File: src/logic/video_pkg.sv
`default_nettype none

package video_pkg;

	// default raster geometry, in clocks and lines
	localparam int h_active_def = 32;
	localparam int h_total_def = 48;
	localparam int v_active_def = 16;
	localparam int v_total_def = 20;
	localparam int hsync_len_def = 4;

	typedef logic [3:0] reg_addr_t;

	localparam reg_addr_t reg_border = 4'd0;
	localparam reg_addr_t reg_vconf = 4'd1;
	localparam reg_addr_t reg_gx_offs = 4'd2;
	localparam reg_addr_t reg_gy_offs = 4'd3;
	localparam reg_addr_t reg_palsel = 4'd4;
	localparam reg_addr_t reg_int_line = 4'd5;
	// sprite blocks: x, y, colour, enable
	localparam reg_addr_t reg_spr0_base = 4'd8;
	localparam reg_addr_t reg_spr1_base = 4'd12;

	typedef struct packed {
		logic [5:0] rsvd;
		logic       gfx_off;
		logic       mode_4bpp;
	} vconf_t;

	typedef struct packed {
		logic [7:0] x;
		logic [7:0] y;
		logic [7:0] colour;
		logic       enable;
	} spr_t;

	typedef struct packed {
		logic [7:0] border;
		vconf_t     vconf;
		logic [7:0] gx_offs;
		logic [7:0] gy_offs;
		logic [3:0] palsel;
		logic [7:0] int_line;
		spr_t [1:0] spr;
	} video_cfg_t;

	// one video memory byte: 8bpp index or two 4bpp pixels
	typedef union packed {
		logic [7:0] index8;
		struct packed {
			logic [3:0] hi;
			logic [3:0] lo;
		} nib;
	} video_byte_u;

endpackage

`default_nettype wire
File: src/logic/video_cfg_if.sv
`timescale 1ns/1ps
`default_nettype none

interface video_cfg_if;

	// shadow copy, stable for a whole frame
	video_pkg::video_cfg_t cfg;

	modport src (
		output cfg
	);

	modport sink (
		input cfg
	);

endinterface

`default_nettype wire

File: src/logic/video_timing_if.sv
`timescale 1ns/1ps
`default_nettype none

interface video_timing_if;

	logic [7:0] hcnt;
	logic [7:0] vcnt;
	logic       hvpix;
	logic       hsync;
	logic       vsync;
	logic       frame_start;
	logic       line_start;

	modport src (
		output hcnt, vcnt, hvpix, hsync, vsync, frame_start, line_start
	);

	modport sink (
		input hcnt, vcnt, hvpix, hsync, vsync, frame_start, line_start
	);

endinterface

`default_nettype wire

File: src/logic/video_top.sv
`timescale 1ns/1ps
`default_nettype none

module video_top #(
	parameter int H_ACTIVE = video_pkg::h_active_def,
	parameter int H_TOTAL = video_pkg::h_total_def,
	parameter int V_ACTIVE = video_pkg::v_active_def,
	parameter int V_TOTAL = video_pkg::v_total_def,
	parameter int HSYNC_LEN = video_pkg::hsync_len_def
) (
	input  wire         clk,
	input  wire         rst_n,
	// APB slave
	input  wire  [3:0]  paddr,
	input  wire         psel,
	input  wire         penable,
	input  wire         pwrite,
	input  wire  [7:0]  pwdata,
	output logic [7:0]  prdata,
	output logic        pready,
	output logic        pslverr,
	// video memory, one clock read latency
	output logic [15:0] mem_addr,
	input  wire  [7:0]  mem_rdata,
	// video out
	output logic [7:0]  vplex,
	output logic        hsync,
	output logic        vsync,
	output logic        int_start
);

	logic [7:0] gfx_pix;
	logic [7:0] spr_pix;
	logic       spr_hit;
	logic       int_raw;

	video_timing_if timing ();
	video_cfg_if    cfg ();

	video_regs video_regs (.*);

	video_sync #(
		.H_ACTIVE  (H_ACTIVE),
		.H_TOTAL   (H_TOTAL),
		.V_ACTIVE  (V_ACTIVE),
		.V_TOTAL   (V_TOTAL),
		.HSYNC_LEN (HSYNC_LEN)
	) video_sync (
		.int_start (int_raw),
		.*
	);

	// the two layers run side by side on the same raster state
	video_gfx video_gfx (.*);

	video_sprite video_sprite (.*);

	video_mix #(
		.H_ACTIVE (H_ACTIVE),
		.V_ACTIVE (V_ACTIVE)
	) video_mix (.*);

endmodule

`default_nettype wire

File: src/logic/video_mix.sv
`timescale 1ns/1ps
`default_nettype none

module video_mix #(
	parameter int H_ACTIVE = video_pkg::h_active_def,
	parameter int V_ACTIVE = video_pkg::v_active_def
) (
	input  wire        clk,
	input  wire        rst_n,
	video_timing_if.sink timing,
	video_cfg_if.sink  cfg,
	input  wire  [7:0] gfx_pix,
	input  wire  [7:0] spr_pix,
	input  wire        spr_hit,
	input  wire        int_raw,
	output logic [7:0] vplex,
	output logic       hsync,
	output logic       vsync,
	output logic       int_start
);

	logic       win;
	logic [1:0] win_sr;
	logic [7:0] border_d1;
	logic [7:0] border_d2;
	logic       gfx_off_d1;
	logic       gfx_off_d2;
	logic [2:0] hs_sr;
	logic [2:0] vs_sr;
	logic [2:0] int_sr;
	logic [7:0] pix_sel;

	// window decoded locally from the raster counters
	assign win = (int'(timing.hcnt) < H_ACTIVE) && (int'(timing.vcnt) < V_ACTIVE);

	always_ff @(posedge clk) begin
		border_d1 <= cfg.cfg.border;
		border_d2 <= border_d1;
		gfx_off_d1 <= cfg.cfg.vconf.gfx_off;
		gfx_off_d2 <= gfx_off_d1;
	end

	always_comb begin
		if (!win_sr[1]) begin
			pix_sel = border_d2;
		end else if (spr_hit) begin
			pix_sel = spr_pix;
		end else if (gfx_off_d2) begin
			pix_sel = border_d2;
		end else begin
			pix_sel = gfx_pix;
		end
	end

	// output stage, syncs ride a 3-deep shift to stay with the pixels
	always_ff @(posedge clk or negedge rst_n) begin
		if (!rst_n) begin
			win_sr <= '0;
			hs_sr <= '0;
			vs_sr <= '0;
			int_sr <= '0;
			vplex <= '0;
		end else begin
			win_sr <= {win_sr[0], win};
			hs_sr <= {hs_sr[1:0], timing.hsync};
			vs_sr <= {vs_sr[1:0], timing.vsync};
			int_sr <= {int_sr[1:0], int_raw};
			vplex <= pix_sel;
		end
	end

	assign hsync = hs_sr[2];
	assign vsync = vs_sr[2];
	assign int_start = int_sr[2];

endmodule

`default_nettype wire

File: src/logic/video_sprite.sv
`timescale 1ns/1ps
`default_nettype none

module video_sprite (
	input  wire        clk,
	input  wire        rst_n,
	video_timing_if.sink timing,
	video_cfg_if.sink  cfg,
	output logic [7:0] spr_pix,
	output logic       spr_hit
);

	logic       hit0;
	logic       hit1;
	logic [7:0] col0;
	logic [7:0] col1;

	// 8x8 box test, no wrap at the screen edge
	function automatic logic covers(video_pkg::spr_t s, logic [7:0] h, logic [7:0] v);
		logic in_x;
		logic in_y;
		in_x = ({1'b0, h} >= {1'b0, s.x}) && ({1'b0, h} < {1'b0, s.x} + 9'd8);
		in_y = ({1'b0, v} >= {1'b0, s.y}) && ({1'b0, v} < {1'b0, s.y} + 9'd8);
		return s.enable && in_x && in_y;
	endfunction

	always_ff @(posedge clk or negedge rst_n) begin
		if (!rst_n) begin
			hit0 <= 1'b0;
			hit1 <= 1'b0;
			spr_hit <= 1'b0;
		end else begin
			hit0 <= timing.hvpix && covers(cfg.cfg.spr[0], timing.hcnt, timing.vcnt);
			hit1 <= timing.hvpix && covers(cfg.cfg.spr[1], timing.hcnt, timing.vcnt);
			spr_hit <= hit0 || hit1;
		end
	end

	// sprite 0 has priority
	always_ff @(posedge clk) begin
		col0 <= cfg.cfg.spr[0].colour;
		col1 <= cfg.cfg.spr[1].colour;
		spr_pix <= hit0 ? col0 : col1;
	end

endmodule

`default_nettype wire

File: src/logic/video_gfx.sv
`timescale 1ns/1ps
`default_nettype none

module video_gfx (
	input  wire         clk,
	input  wire         rst_n,
	video_timing_if.sink timing,
	video_cfg_if.sink   cfg,
	output logic [15:0] mem_addr,
	input  wire  [7:0]  mem_rdata,
	output logic [7:0]  gfx_pix
);

	logic [7:0] row;
	logic [7:0] col;
	logic       mode_q;
	logic       nib_lo;
	logic [3:0] pal_q;
	video_pkg::video_byte_u rd_byte;

	// scrolled position, wraps at 256
	assign row = timing.vcnt + cfg.cfg.gy_offs;
	assign col = timing.hcnt + cfg.cfg.gx_offs;

	always_ff @(posedge clk or negedge rst_n) begin
		if (!rst_n) begin
			mode_q <= 1'b0;
		end else begin
			mode_q <= cfg.cfg.vconf.mode_4bpp;
		end
	end

	// stage 1: address out, pixel select kept for the decode
	always_ff @(posedge clk) begin
		if (cfg.cfg.vconf.mode_4bpp) begin
			mem_addr <= {row, 1'b0, col[7:1]};
		end else begin
			mem_addr <= {row, col};
		end
		nib_lo <= col[0];
		pal_q <= cfg.cfg.palsel;
	end

	assign rd_byte = mem_rdata;

	// stage 2: decode the returned byte
	always_ff @(posedge clk) begin
		if (!mode_q) begin
			gfx_pix <= rd_byte.index8;
		end else if (nib_lo) begin
			gfx_pix <= {pal_q, rd_byte.nib.lo};
		end else begin
			gfx_pix <= {pal_q, rd_byte.nib.hi};
		end
	end

endmodule

`default_nettype wire

File: src/logic/video_sync.sv
`timescale 1ns/1ps
`default_nettype none

module video_sync #(
	parameter int H_ACTIVE = video_pkg::h_active_def,
	parameter int H_TOTAL = video_pkg::h_total_def,
	parameter int V_ACTIVE = video_pkg::v_active_def,
	parameter int V_TOTAL = video_pkg::v_total_def,
	parameter int HSYNC_LEN = video_pkg::hsync_len_def
) (
	input  wire  clk,
	input  wire  rst_n,
	video_cfg_if.sink  cfg,
	video_timing_if.src timing,
	output logic int_start
);

	logic h_wrap;
	logic v_wrap;

	assign h_wrap = int'(timing.hcnt) == H_TOTAL - 1;
	assign v_wrap = int'(timing.vcnt) == V_TOTAL - 1;

	always_ff @(posedge clk or negedge rst_n) begin
		if (!rst_n) begin
			timing.hcnt <= '0;
			timing.vcnt <= '0;
		end else begin
			timing.hcnt <= h_wrap ? 8'd0 : timing.hcnt + 8'd1;
			if (h_wrap) begin
				timing.vcnt <= v_wrap ? 8'd0 : timing.vcnt + 8'd1;
			end
		end
	end

	assign timing.line_start = timing.hcnt == 8'd0;
	assign timing.frame_start = timing.line_start && (timing.vcnt == 8'd0);

	// active window
	assign timing.hvpix = (int'(timing.hcnt) < H_ACTIVE) && (int'(timing.vcnt) < V_ACTIVE);

	// raw syncs, a few clocks into the blanking
	assign timing.hsync = (int'(timing.hcnt) >= H_ACTIVE + 4) &&
		(int'(timing.hcnt) < H_ACTIVE + 4 + HSYNC_LEN);
	assign timing.vsync = int'(timing.vcnt) == V_ACTIVE + 1;

	// raw line interrupt, delayed later in the mixer
	assign int_start = timing.line_start && (timing.vcnt == cfg.cfg.int_line);

endmodule

`default_nettype wire

File: src/logic/video_regs.sv
`timescale 1ns/1ps
`default_nettype none

module video_regs (
	input  wire        clk,
	input  wire        rst_n,
	input  wire  [3:0] paddr,
	input  wire        psel,
	input  wire        penable,
	input  wire        pwrite,
	input  wire  [7:0] pwdata,
	output logic [7:0] prdata,
	output logic       pready,
	output logic       pslverr,
	video_timing_if.sink timing,
	video_cfg_if.src   cfg
);

	video_pkg::video_cfg_t live;
	video_pkg::spr_t       sel_spr;
	logic access;
	logic addr_bad;
	logic spr_reg;
	logic spr_idx;
	logic wr_en;

	// indices between int_line and the sprite block are unmapped
	assign addr_bad = (paddr > video_pkg::reg_int_line) && (paddr < video_pkg::reg_spr0_base);
	assign spr_reg = paddr >= video_pkg::reg_spr0_base;
	assign spr_idx = paddr >= video_pkg::reg_spr1_base;

	assign access = psel && penable;
	assign wr_en = access && pwrite && !addr_bad;
	assign pready = 1'b1;
	assign pslverr = access && addr_bad;

	always_ff @(posedge clk or negedge rst_n) begin
		if (!rst_n) begin
			live <= '0;
		end else if (wr_en) begin
			if (spr_reg) begin
				case (paddr[1:0])
					2'd0: live.spr[spr_idx].x <= pwdata;
					2'd1: live.spr[spr_idx].y <= pwdata;
					2'd2: live.spr[spr_idx].colour <= pwdata;
					default: live.spr[spr_idx].enable <= pwdata[0];
				endcase
			end else begin
				case (paddr)
					video_pkg::reg_border: live.border <= pwdata;
					video_pkg::reg_vconf: live.vconf <= pwdata;
					video_pkg::reg_gx_offs: live.gx_offs <= pwdata;
					video_pkg::reg_gy_offs: live.gy_offs <= pwdata;
					video_pkg::reg_palsel: live.palsel <= pwdata[3:0];
					video_pkg::reg_int_line: live.int_line <= pwdata;
					default: ;
				endcase
			end
		end
	end

	// readback always shows the live set
	always_comb begin
		sel_spr = live.spr[spr_idx];
		prdata = '0;
		if (spr_reg) begin
			case (paddr[1:0])
				2'd0: prdata = sel_spr.x;
				2'd1: prdata = sel_spr.y;
				2'd2: prdata = sel_spr.colour;
				default: prdata = {7'd0, sel_spr.enable};
			endcase
		end else begin
			case (paddr)
				video_pkg::reg_border: prdata = live.border;
				video_pkg::reg_vconf: prdata = live.vconf;
				video_pkg::reg_gx_offs: prdata = live.gx_offs;
				video_pkg::reg_gy_offs: prdata = live.gy_offs;
				video_pkg::reg_palsel: prdata = {4'd0, live.palsel};
				video_pkg::reg_int_line: prdata = live.int_line;
				default: prdata = '0;
			endcase
		end
	end

	// frame shadow
	always_ff @(posedge clk or negedge rst_n) begin
		if (!rst_n) begin
			cfg.cfg <= '0;
		end else if (timing.frame_start) begin
			cfg.cfg <= live;
		end
	end

endmodule

`default_nettype wire

File: config.mk
export PLATFORM = sky130hd
export DESIGN_NAME = video_top
export DESIGN_NICKNAME = d
export VERILOG_FILES = /design/src/logic/video_pkg.sv /design/src/logic/video_cfg_if.sv /design/src/logic/video_timing_if.sv /design/src/logic/video_top.sv /design/src/logic/video_mix.sv /design/src/logic/video_sprite.sv /design/src/logic/video_gfx.sv /design/src/logic/video_sync.sv /design/src/logic/video_regs.sv
export SDC_FILE = /design/constraint.sdc
export NUM_CORES = 1
export LEC_CHECK = 0
export BUFFER_PORTS_ARGS = -buffer_cell sky130_fd_sc_hd__buf_2
export CORE_MARGIN = 3
export CORE_UTILIZATION = 28
export CTS_CLUSTER_DIAMETER = 200
export DETAILED_ROUTE_END_ITERATION = 8
export GPL_TIMING_DRIVEN = 0
export SLEW_MARGIN = 20
export SYNTH_ARGS = -nofsm -noshare
export SYNTH_HDL_FRONTEND = slang
export SYNTH_SLANG_ARGS = --single-unit
export TNS_END_PERCENT = 20
File: constraint.sdc
create_clock -name clk -period 2.6 [get_ports clk]
set_clock_uncertainty 0.15 [all_clocks]
set_input_delay 0.26 -clock clk [delete_from_list [all_inputs] [get_ports clk]]
set_output_delay 0.26 -clock clk [all_outputs]
set_load 0.03 [all_outputs]
# Word level (Yosys, flattened, before mapping)
# Index checks and enable logic that the tools add are counted.
# word_totals
register_bits,292
out_inout_bits,37
wordCells,152
input_bits,25
# op_classes
reduce_logical,33
eq_ne,11
bitwise,1
n_addsub,8
mux,27
n_lt_le_gt_ge,18
# ops
operator,n
50-bit bitwise mux,4
50-bit case mux with 3 select lines,1
25-bit demux with 1-bit select,4
25-bit two-way mux,3
8-bit two-way mux,8
8-bit case mux with 6 select lines,1
8-bit by 4-bit adder with 9-bit output (second input constant),4
8-bit by 9-bit < comparator with 1-bit output,4
8-bit >= comparator,4
8-bit case mux with 3 select lines,1
1-bit logical AND,20
3-bit AND reduction,6
17-bit two-way mux,1
8-bit by 1-bit adder with 8-bit output (second input constant),2
8-bit adder,2
8-bit by 6-bit equality test with 1-bit output (second input constant),2
8-bit zero test,2
8-bit by 6-bit < comparator with 1-bit output (second input constant),2
9-bit two-way mux,1
4-bit by 2-bit equality test with 1-bit output (second input constant),2
4-bit by 3-bit equality test with 1-bit output (second input constant),2
8-bit by 7-bit equality test with 1-bit output (second input constant),1
8-bit equality test,1
4-bit >= comparator (second input constant),2
18 further kinds,18

# Logic depth before layout (Yosys ltp)
# Gate-level depths: netlist of the first run.
# depth
word_depth,7
ltp_mapped,9

# Cells and area by module
# From an unflattened synthesis of the first run, not the netlist that was laid out.
# hier_totals
hier_cells,1071
area_unflattened_um2,13608.1
# by_module_without_submodules
module,area_each_um2,n_inst,cells_each
video_regs,8060.2,1,545
video_sprite,2165.8,1,240
video_gfx,1400.1,1,130
video_mix,1024.7,1,60
video_sync,957.2,1,96

# Worst setup path after synthesis of the first run
# OpenSTA, ideal clock, no wires.
# synth_path
path_type,register -> register
start,reg video_sync.timing.vcnt[5]
end,"reg, netlist name video_regs.cfg.cfg[26]"
stages_incl_launch_ff,5
slack_ps,315
arrival_time_ps,2010
required_time_ps,2325
setup_ps,125
synth_period_minus_slack_ps,2285
cell_sequence,dfrtp_1 -> or4_4 -> nor3_4 -> buf_6 -> mux2_2
# synth_between
elab_chain_len,2
# synth_rtl
item,line_no,source
from (decl),video_timing_if.sv:15,"output hcnt, vcnt, hvpix, hsync, vsync, frame_start, line_start"
from (signal assigned),video_sync.sv:31,timing.vcnt <= v_wrap ? 8'd0 : timing.vcnt + 8'd1;
8-bit zero test,video_sync.sv:37,assign timing.frame_start = timing.line_start && (timing.vcnt == 8'd0);
1-bit logical AND,video_sync.sv:37,
# No other way between the ends.
# A chain may end at the register's enable or synchronous reset.

# Worst setup path in the final report of the first run
# layout_path
start,reg video_regs.live[75] in the netlist's numbering
end,out prdata[5]
# layout_between
elab_chain_len,2
# layout_rtl
item,line_no,source
from (decl),video_regs.sv:19,video_pkg::video_cfg_t live;
8-bit case mux with 6 select lines,video_regs.sv:74,case (paddr)
8-bit two-way mux,video_regs.sv:66,if (spr_reg) begin
to (decl),video_top.sv:19,"output logic [7:0] prdata,"
# No other way between the ends.

==> flow_summary.json, run 1 <==
{
  "status": "finished clean",
  "io_pins": 62,
  "yosysSeqAreaShare_pct": 53.1,
  "startpoint": "video_regs.live[75]",
  "core_um2": 45800,
  "die_w_um": 222,
  "start_kind": "flip-flop",
  "cp.required_ns": 2.19,
  "hpwl_mm": 25.4,
  "first_iter_violations": 620,
  "initial_utilization_pct": 28.6,
  "grt_pass1_wl_mm": 53.5,
  "tns_ns": 0,
  "port_buffers": 59,
  "path_clk_slew_ns": 0.07,
  "die_h_um": 222,
  "nNetsFinal": 1322,
  "hold_class": "primary input to asynchronous set/reset pin",
  "reg2reg_to": "video_sprite.hit1",
  "grt.total_usage_pct": 13.8,
  "die_area_um2": 49400,
  "leakagePower_nw": 7.15,
  "synth_cell_types": 56,
  "hold_viol": 0,
  "antenna_found_initial": 4,
  "place.gp.congestion": 0.855,
  "cp-end-kind": "primary output",
  "synth_edf_count": 0,
  "avgSynthCellArea_um2": 11.8,
  "arrival_ns": 2.18,
  "synth_seq_cells": 292,
  "slew_viol_final": 0,
  "syn_area_um2": 13100,
  "areaGrowthSynthToFinish_pct": 19.2,
  "cp_max_fo": 3,
  "drive_above_1_share_pct": 26.5,
  "finalCriticalPeriod_ns": 2.59,
  "path_class": "flip-flop to primary output",
  "ys_top_cells_by_area": "dfrtp_1, mux2_2, dfxtp_1, ha_1, nand2_1",
  "reg2reg_setup_slack_ns": 0.09,
  "rsz0062_at_grt": "true",
  "drc": 0,
  "cts_tree": "built",
  "final_util_pct": 34.1,
  "fin_crit_sh_pct": 99.6,
  "critical_path.endpoint": "prdata[5]",
  "finalSetupViolCount": 0,
  "cts_buffer_depth": 3,
  "total_power_mw": 9.90,
  "synthCells": 1105,
  "synth_fp_nets": 1207,
  "root_buffer": "clkbuf_16",
  "worstMarginPinSlew_ns": 0.909,
  "htreeDepth": 1,
  "grt-ovfl-total": 0,
  "yosysTopAreaCell": "dfrtp_1",
  "avgViaCountPerCell": 4.82,
  "p_per_area_nw_per_um2": 634,
  "first_global_vias": 8886,
  "cts_buffers": 30,
  "clock_sinks": 292,
  "irDropWorstVdd_uv": 479,
  "fmax_ghz": 0.386,
  "wl_mm": 34.6,
  "r2r-start": "video_regs.cfg.cfg[38]",
  "whs_ns": 0.103,
  "slew_headroom_pct": 38.9,
  "synthArstFlopShare_pct": 75.7,
  "r2r_cells": 8,
  "worstSkewPairLatency_ns": 0.56,
  "avgRoutedWirePerCell_um": 18.7,
  "ys.flop_type": "dfrtp_1",
  "grt_max_degree": 95,
  "num_rows": 78,
  "dr.pass1.iters": 5,
  "antenna_left": 0,
  "synth_top_area_share_pct": 42.2,
  "vias": 8892,
  "yosys_warnings": 0,
  "maxCapViolCount": 0
}
==> area by class of cell <==
cell class	count	area, um2
well taps	600	751
fillers	4492	30200
multi-input cells	717	5850
plain buffers	48	262
clock buffers	42	911
clock inverters	13	101
inverters	46	173
diodes	1	2.50
flip-flops and latches	292	6960
repair buffers	85	606
==> cells in the mapped netlist, types with 2 or more instances <==
| library cell | count |
|---|---|
| xnor2_1 | 35 |
| xor2_1 | 7 |
| dfrtp_1 | 221 |
| and3_1 | 10 |
| o22ai_1 | 12 |
| ha_1 | 75 |
| o21ai_1 | 3 |
| nand2b_1 | 11 |
| nand2_1 | 105 |
| o21a_1 | 4 |
| a221oi_1 | 5 |
| mux2i_1 | 9 |
| mux2_2 | 156 |
| nor2_1 | 41 |
| a22oi_1 | 7 |
| a21oi_1 | 50 |
| o211ai_1 | 4 |
| nand4_1 | 9 |
| dfxtp_1 | 71 |
| and2_1 | 3 |
| nor2b_1 | 17 |
| nor3_1 | 10 |
| a21o_1 | 7 |
| buf_6 | 8 |
| o21ai_0 | 65 |
| inv_1 | 46 |
| a31oi_1 | 3 |
| nor4_1 | 2 |
| nor4b_1 | 2 |
| buf_2 | 5 |
| o31ai_1 | 5 |
| fa_1 | 2 |
| mux4_2 | 15 |
| nand3_1 | 21 |
| clkbuf_1 | 35 |
| a211oi_1 | 4 |
==> cell usage in the layout (no fill, tap or decap), drive strengths merged, types with 9 or more instances in the layout <==
cell,instances
nand2b,11
dfrtp,221
nand3,21
a21oi,50
clkinv,9
nand4,9
nand2,105
buf,78
nor2b,17
clkbuf,76
o21ai,68
o22ai,12
dlygate4sd3,21
mux4,15
inv,46
xnor2,35
ha,75
and3,10
mux2i,9
nor3,12
dfxtp,71
nor2,41
mux2,156
==> worst max-delay path, cell delays in order, from the launching register on <==
cell	delay [ns]
dfrtp_1	0.45
mux4_2	0.48
a221oi_1	0.34
a21oi_1	0.13
buf_2	0.23
==> worst min-delay path by stage <==
stage	endpoint	from	slack [ns]
3_5_place_dp	video_mix.vplex[3]	rst_n	0.10
5_1_grt	video_regs.cfg.cfg[90]	rst_n	0.14
3_3_place_gp	video_mix.border_d2[2]	video_mix.border_d1[2]	0.16
6_report	video_mix.vplex[3]	rst_n	0.10
2_1_floorplan	asynchronous set/reset pin	rst_n	-0.19
4_1_cts	video_mix.vplex[3]	rst_n	0.10
==> report_power, final <==
group / switching [mW] / internal, mW / leakage (nW) / total, mW
sequential: 0.200 / 4.71 / 3.53 / 4.91
clock: 1.80 / 2.54 / 0.496 / 4.34
combinational: 0.342 / 0.296 / 3.12 / 0.638
==> routing by layer <==
layer  wire [um]  GRT usage (%)
met4         736           2.99
met2       15100           20.9
met5          41              0
met3        2250           3.24
met1       16500           20.0
==> cell families after synthesis <==
| kind of cell | synth area share, % |
|---|---|
| buffers and inverters | 3.29 |
| xor gates and xnor gates | 2.81 |
| DFF | 53.1 |
| muxes | 16.7 |
| and+or+nand+nor | 8.65 |
| other | 0.0286 |
| adders and majority gates | 7.47 |
| AOI/OAI and AO/OA | 7.97 |
==> stage by stage <==
step | instance area, um2 | cells | setup WS [ns]
finish | 15600 | 1844 | 0.0103
global route | 15600 | 1843 | -0.0704
CTS | 15500 | 1843 | -0.0223
detailed placement | 14200 | 1766 | -0.662
global placement | 14100 | 1764 | -2.84
floorplan | 13100 | 1105 | 0.315
==> timing repair <==
item	CTS	global route
pin swaps	4	5
gates resized for setup	17	22
gates cloned	0	0
endpoints found under the setup margin	97	90
hold endpoints to repair	86	0
hold buffers	21	0
setup buffers	2	1
Power figures use the tool's default switching activity.
==> inputs of run 2 (changes only) <==
- SYNTH_HIERARCHICAL: not set -> 1
==> flow_summary.json, run 2 <==
{
  "cp_max_fo": 3,
  "final_common_cell": "dfrtp_1",
  "num_rows": 79,
  "cts_buffer_depth": 3,
  "antenna_found_initial": 0,
  "avgViaCountPerCell": 4.84,
  "synth_fp_nets": 1160,
  "worstMarginPinSlew_ns": 0.738,
  "grt-ovfl-total": 0,
  "finalSetupViolCount": 3,
  "syn_area_um2": 13400,
  "cp.required_ns": 2.19,
  "antenna_left": 0,
  "cts_tree": "built",
  "yosys_warnings": 6,
  "maxCapViolCount": 0,
  "arrival_ns": 2.23,
  "status": "finished with violations",
  "fin_cells": 1803,
  "nNetsFinal": 1275,
  "avgSynthCellArea_um2": 12.7,
  "hold_class": "primary input to flip-flop",
  "slew_headroom_pct": 50.8,
  "slew_viol_final": 0,
  "fin_crit_sh_pct": 102,
  "leakagePower_nw": 7.39,
  "final_cell_mix": "dfrtp_1, mux2_2, ha_1, dfxtp_1, buf_2",
  "start_kind": "flip-flop",
  "drc": 0,
  "port_buffers": 58,
  "antenna_cells": 0,
  "finalCriticalPeriod_ns": 2.64,
  "synthCells": 1058,
  "first_iter_violations": 536,
  "avgRoutedWirePerCell_um": 19.1,
  "die_area_um2": 50500,
  "first_global_vias": 9064,
  "vias": 8726,
  "p_per_area_nw_per_um2": 624,
  "dr.pass1.iters": 6,
  "final_util_pct": 33.8,
  "root_buffer": "clkbuf_16",
  "hpwl_mm": 25.3,
  "cts_buffers": 29,
  "path_class": "flip-flop to primary output",
  "grt_max_degree": 88,
  "setup_ws_ns": -0.0414,
  "initial_utilization_pct": 28.6,
  "io_pins": 62,
  "wl_mm": 34.5,
  "rsz0062_at_grt": "true",
  "drive_above_1_share_pct": 33.3,
  "worstSkewPairLatency_ns": 0.57,
  "violations": "negative setup slack",
  "areaGrowthSynthToFinish_pct": 18.4,
  "postPlaceCellArea_um2": 14500,
  "placed_cells": 1725,
  "core_um2": 46900,
  "irDropWorstVdd_uv": 389,
  "hold_viol": 0,
  "die_w_um": 225,
  "cp-end-kind": "primary output",
  "clock_sinks": 292,
  "place.gp.congestion": 0.924,
  "grt_pass1_wl_mm": 53.5,
  "die_h_um": 225,
  "path_clk_slew_ns": 0.07,
  "fin_area_um2": 15800,
  "htreeDepth": 1,
  "grt.total_usage_pct": 13.7,
  "fmax_ghz": 0.379
}
[run 2: changes by cell type in the layout (fill, tap and decap cells not counted), sizes merged, moves of 8 or more]
cell     delta
a21oi      -18
a2bb2oi     +8
a31oi      +10
buf        +11
clkbuf     -19
inv        +14
mux2       +56
mux4       -12
nand2      -67
nor2       -10
nor2b       -8
o21ai      -48
[run 2: timing repair]
item | CTS | global route
endpoints found under the setup margin | 93 | 91
buffers inserted | 1 | 2
hold buffers | 21 | 0
hold endpoints to repair | 243 | 0
pin swaps | 4 | 5
gates resized for setup | 21 | 18
[run 2: critical path: stages (launching register included)]
cell and delay, ns:
dfrtp_1 0.42, mux2_4 0.29, a222oi_1 0.53, a21oi_1 0.19
buf_4 0.22
[run 2: area by class of cell]
cell class,instances,area (um2)
Clock buffer,40,797
Tap cell,607,759
Fill cell,4700,31000
Buffer,43,290
Sequential cell,292,6960
Timing Repair Buffer,84,593
Inverter,61,229
Clock inverter,14,166
Multi-Input combinational cell,662,6050
[run 2: layer usage]
metal  vias to the layer above  part of all wire [%]  GRT usage [%]
li1                       4028                     -              -
met1                      4407                    43           17.5
met2                       233                    49           23.1
met3                        58                   5.1           2.40
met4                         0                   3.2           5.41
met5                         -                     0              0
[run 2: path summary, 6_finish.rpt]
check | from | end | slack, ns | depth (start not counted)
setup reg to reg | video_sync/timing.hcnt[6] | video_sprite/hit0 | 0.09 | 5
max in group asynchronous | rst_n | video_sync/timing.hcnt[1] | 1.40 | 3
setup / recovery | flip-flop | prdata[3] | -0.04 | 4
hold reg to reg | video_mix/border_d1[2] | video_mix/border_d2[2] | 0.18 | 0
min in group asynchronous | rst_n | video_sprite/spr_hit | 0.06 | 2
hold / removal | paddr[3] | video_regs/live[62] | 0.04 | 3
[run 2: metrics by stage]
step                setup TNS, ns  worst slack (ns)  hold WS, ns  power, mW
finish                     -0.100           -0.0414       0.0395       9.90
global route               -0.592            -0.136       0.0313       10.3
global placement          -666.24             -2.77        0.165       5.68
CTS                       -0.0741           -0.0529       0.0117       9.99
floorplan                       0             0.120       -0.186       5.36
detailed placement         -64.85            -0.900       0.0662       5.70
[run 2: power by group]
part	total [mW]	switching [mW]	internal, mW
Clock	4.24	1.78	2.45
Sequential	4.94	0.202	4.74
Combinational	0.713	0.376	0.337
==> inputs of run 3 (changes only) <==
- ABC_AREA: not set -> 1
==> flow_summary.json, run 3 <==
{
  "cts_tree": "built",
  "hold_viol": 0,
  "postPlaceCellArea_um2": 15200,
  "synthCells": 1605,
  "nFillCells": 5047,
  "nNetsFinal": 1819,
  "dr.pass1.iters": 7,
  "path_class": "primary input to primary output",
  "arrival_ns": 2.07,
  "first_iter_violations": 1220,
  "grt_pass1_wl_mm": 64.3,
  "irDropWorstVdd_uv": 432,
  "clockPowerShare_pct": 41.5,
  "avgViaCountPerCell": 4.77,
  "grt_max_degree": 85,
  "root_buffer": "clkbuf_16",
  "whs_ns": 0.0522,
  "place.gp.congestion": 0.892,
  "finalSetupViolCount": 0,
  "slew_viol_final": 0,
  "worstSkewPairLatency_ns": 0.57,
  "cts_buffers": 31,
  "antenna_left": 0,
  "fmax_ghz": 0.403,
  "grt-ovfl-total": 0,
  "yosys_warnings": 6,
  "final_cell_mix": "nand2_1, dfrtp_1, inv_1, nor2_1, nand3_1",
  "die_area_um2": 52600,
  "cts_buffer_depth": 3,
  "avgRoutedWirePerCell_um": 17.0,
  "num_rows": 81,
  "cp.required_ns": 2.19,
  "cp_max_fo": 10,
  "status": "finished clean",
  "slew_headroom_pct": 53.5,
  "leakagePower_nw": 8.15,
  "io_pins": 62,
  "seqPwrFrac_pct": 49.6,
  "maxCapViolCount": 0,
  "post_cts_buffers": 0,
  "first_global_vias": 10800,
  "antenna_found_initial": 0,
  "grt.total_usage_pct": 15.4,
  "core_um2": 49200,
  "vias": 11500,
  "cp-end-kind": "primary output",
  "hpwl_mm": 30.7,
  "areaGrowthSynthToFinish_pct": 17.0,
  "syn_area_um2": 14000,
  "final_common_cell": "nand2_1",
  "synth_fp_nets": 1707,
  "fin_area_um2": 16400,
  "switching_share_pct": 26.6,
  "p_per_area_nw_per_um2": 616,
  "wl_mm": 40.9,
  "r2r_cells": 9,
  "combPwrFrac_pct": 8.9,
  "die_w_um": 229,
  "antenna_cells": 0,
  "worstMarginPinSlew_ns": 0.694,
  "p_sw_mw": 2.67,
  "clock_sinks": 292,
  "drive_above_1_share_pct": 13.8,
  "hold_class": "primary input to asynchronous set/reset pin",
  "initial_utilization_pct": 28.4,
  "rsz0062_at_grt": "true",
  "die_h_um": 229,
  "finalCriticalPeriod_ns": 2.48,
  "port_buffers": 58,
  "p_int_mw": 7.40,
  "fin_crit_sh_pct": 95.4,
  "avgSynthCellArea_um2": 8.71,
  "drc": 0,
  "start_kind": "primary input",
  "htreeDepth": 1,
  "path_clk_slew_ns": 0.06
}
run 3: per-stage QoR:
stage	cells	util, %	power, mW	worst slack [ns]	TNS (ns)
finish	2402	33.3	10.1	0.119	0
global route	2402	33.3	10.5	-0.0374	-0.0727
CTS	2402	33.2	10.2	0.0248	0
detailed placement	2329	30.9	5.93	-0.297	-11.02
global placement	2327	30.7	5.90	-2.81	-622.71
floorplan	1605	-	5.46	0.453	0
run 3: path summary, 6_finish.rpt:
check | start | to | slack [ns]
setup / recovery | paddr[1] | prdata[2] | 0.12
max in group asynchronous | rst_n | video_sync/timing.hcnt[6] | 1.06
min in group clk | pwdata[1] | video_regs/live[63] | 0.05
hold / removal | rst_n | video_regs/live[68] | 0.05
setup reg to reg | video_sync/timing.hcnt[5] | video_regs/cfg.cfg[74] | 0.16
hold reg to reg | video_mix/gfx_off_d1 | video_mix/gfx_off_d2 | 0.18
run 3: final cells by class:
type / count / area, um2 / share of cell area (%)
multi-input cells: 1083 / 6090 / 37.2
well taps: 664 / 831 / 5.08
clock inverters: 12 / 65.1 / 0.398
plain buffers: 55 / 328 / 2.00
clock buffers: 42 / 890 / 5.44
inverters: 175 / 657 / 4.02
flip-flops and latches: 292 / 6960 / 42.5
repair buffers: 79 / 546 / 3.33
run 3: critical path, stage by stage:
cell and delay, ns:
buf_2 0.16, inv_1 0.12, nor2_1 0.48, buf_2 0.37
nand3_1 0.11, nand3_1 0.13, nand2_1 0.08, nand3_1 0.13
buf_2 0.22
run 3: metal layers:
layer  routed length, um  GRT usage, %
met3                3060          2.56
met1               19700          23.3
met4                1020          4.20
met2               17100          22.4
met5                   0             0
run 3: what timing repair did:
item | in CTS | in global routing
hold buffers | 19 | 0
gates resized for setup | 13 | 14
endpoints found under the setup margin | 76 | 70
pin swaps | 0 | 0
hold endpoints to repair | 159 | 0
run 3: power by group through the flow:
stage          combinational, mW  sequential, mW  clock, mW
5_1_grt                    0.989            5.02       4.50
2_1_floorplan              0.484            4.98          0
6_report                   0.892            5.00       4.18
3_5_place_dp               0.852            5.08          0
3_3_place_gp               0.830            5.07          0
4_1_cts                    0.880            4.99       4.31
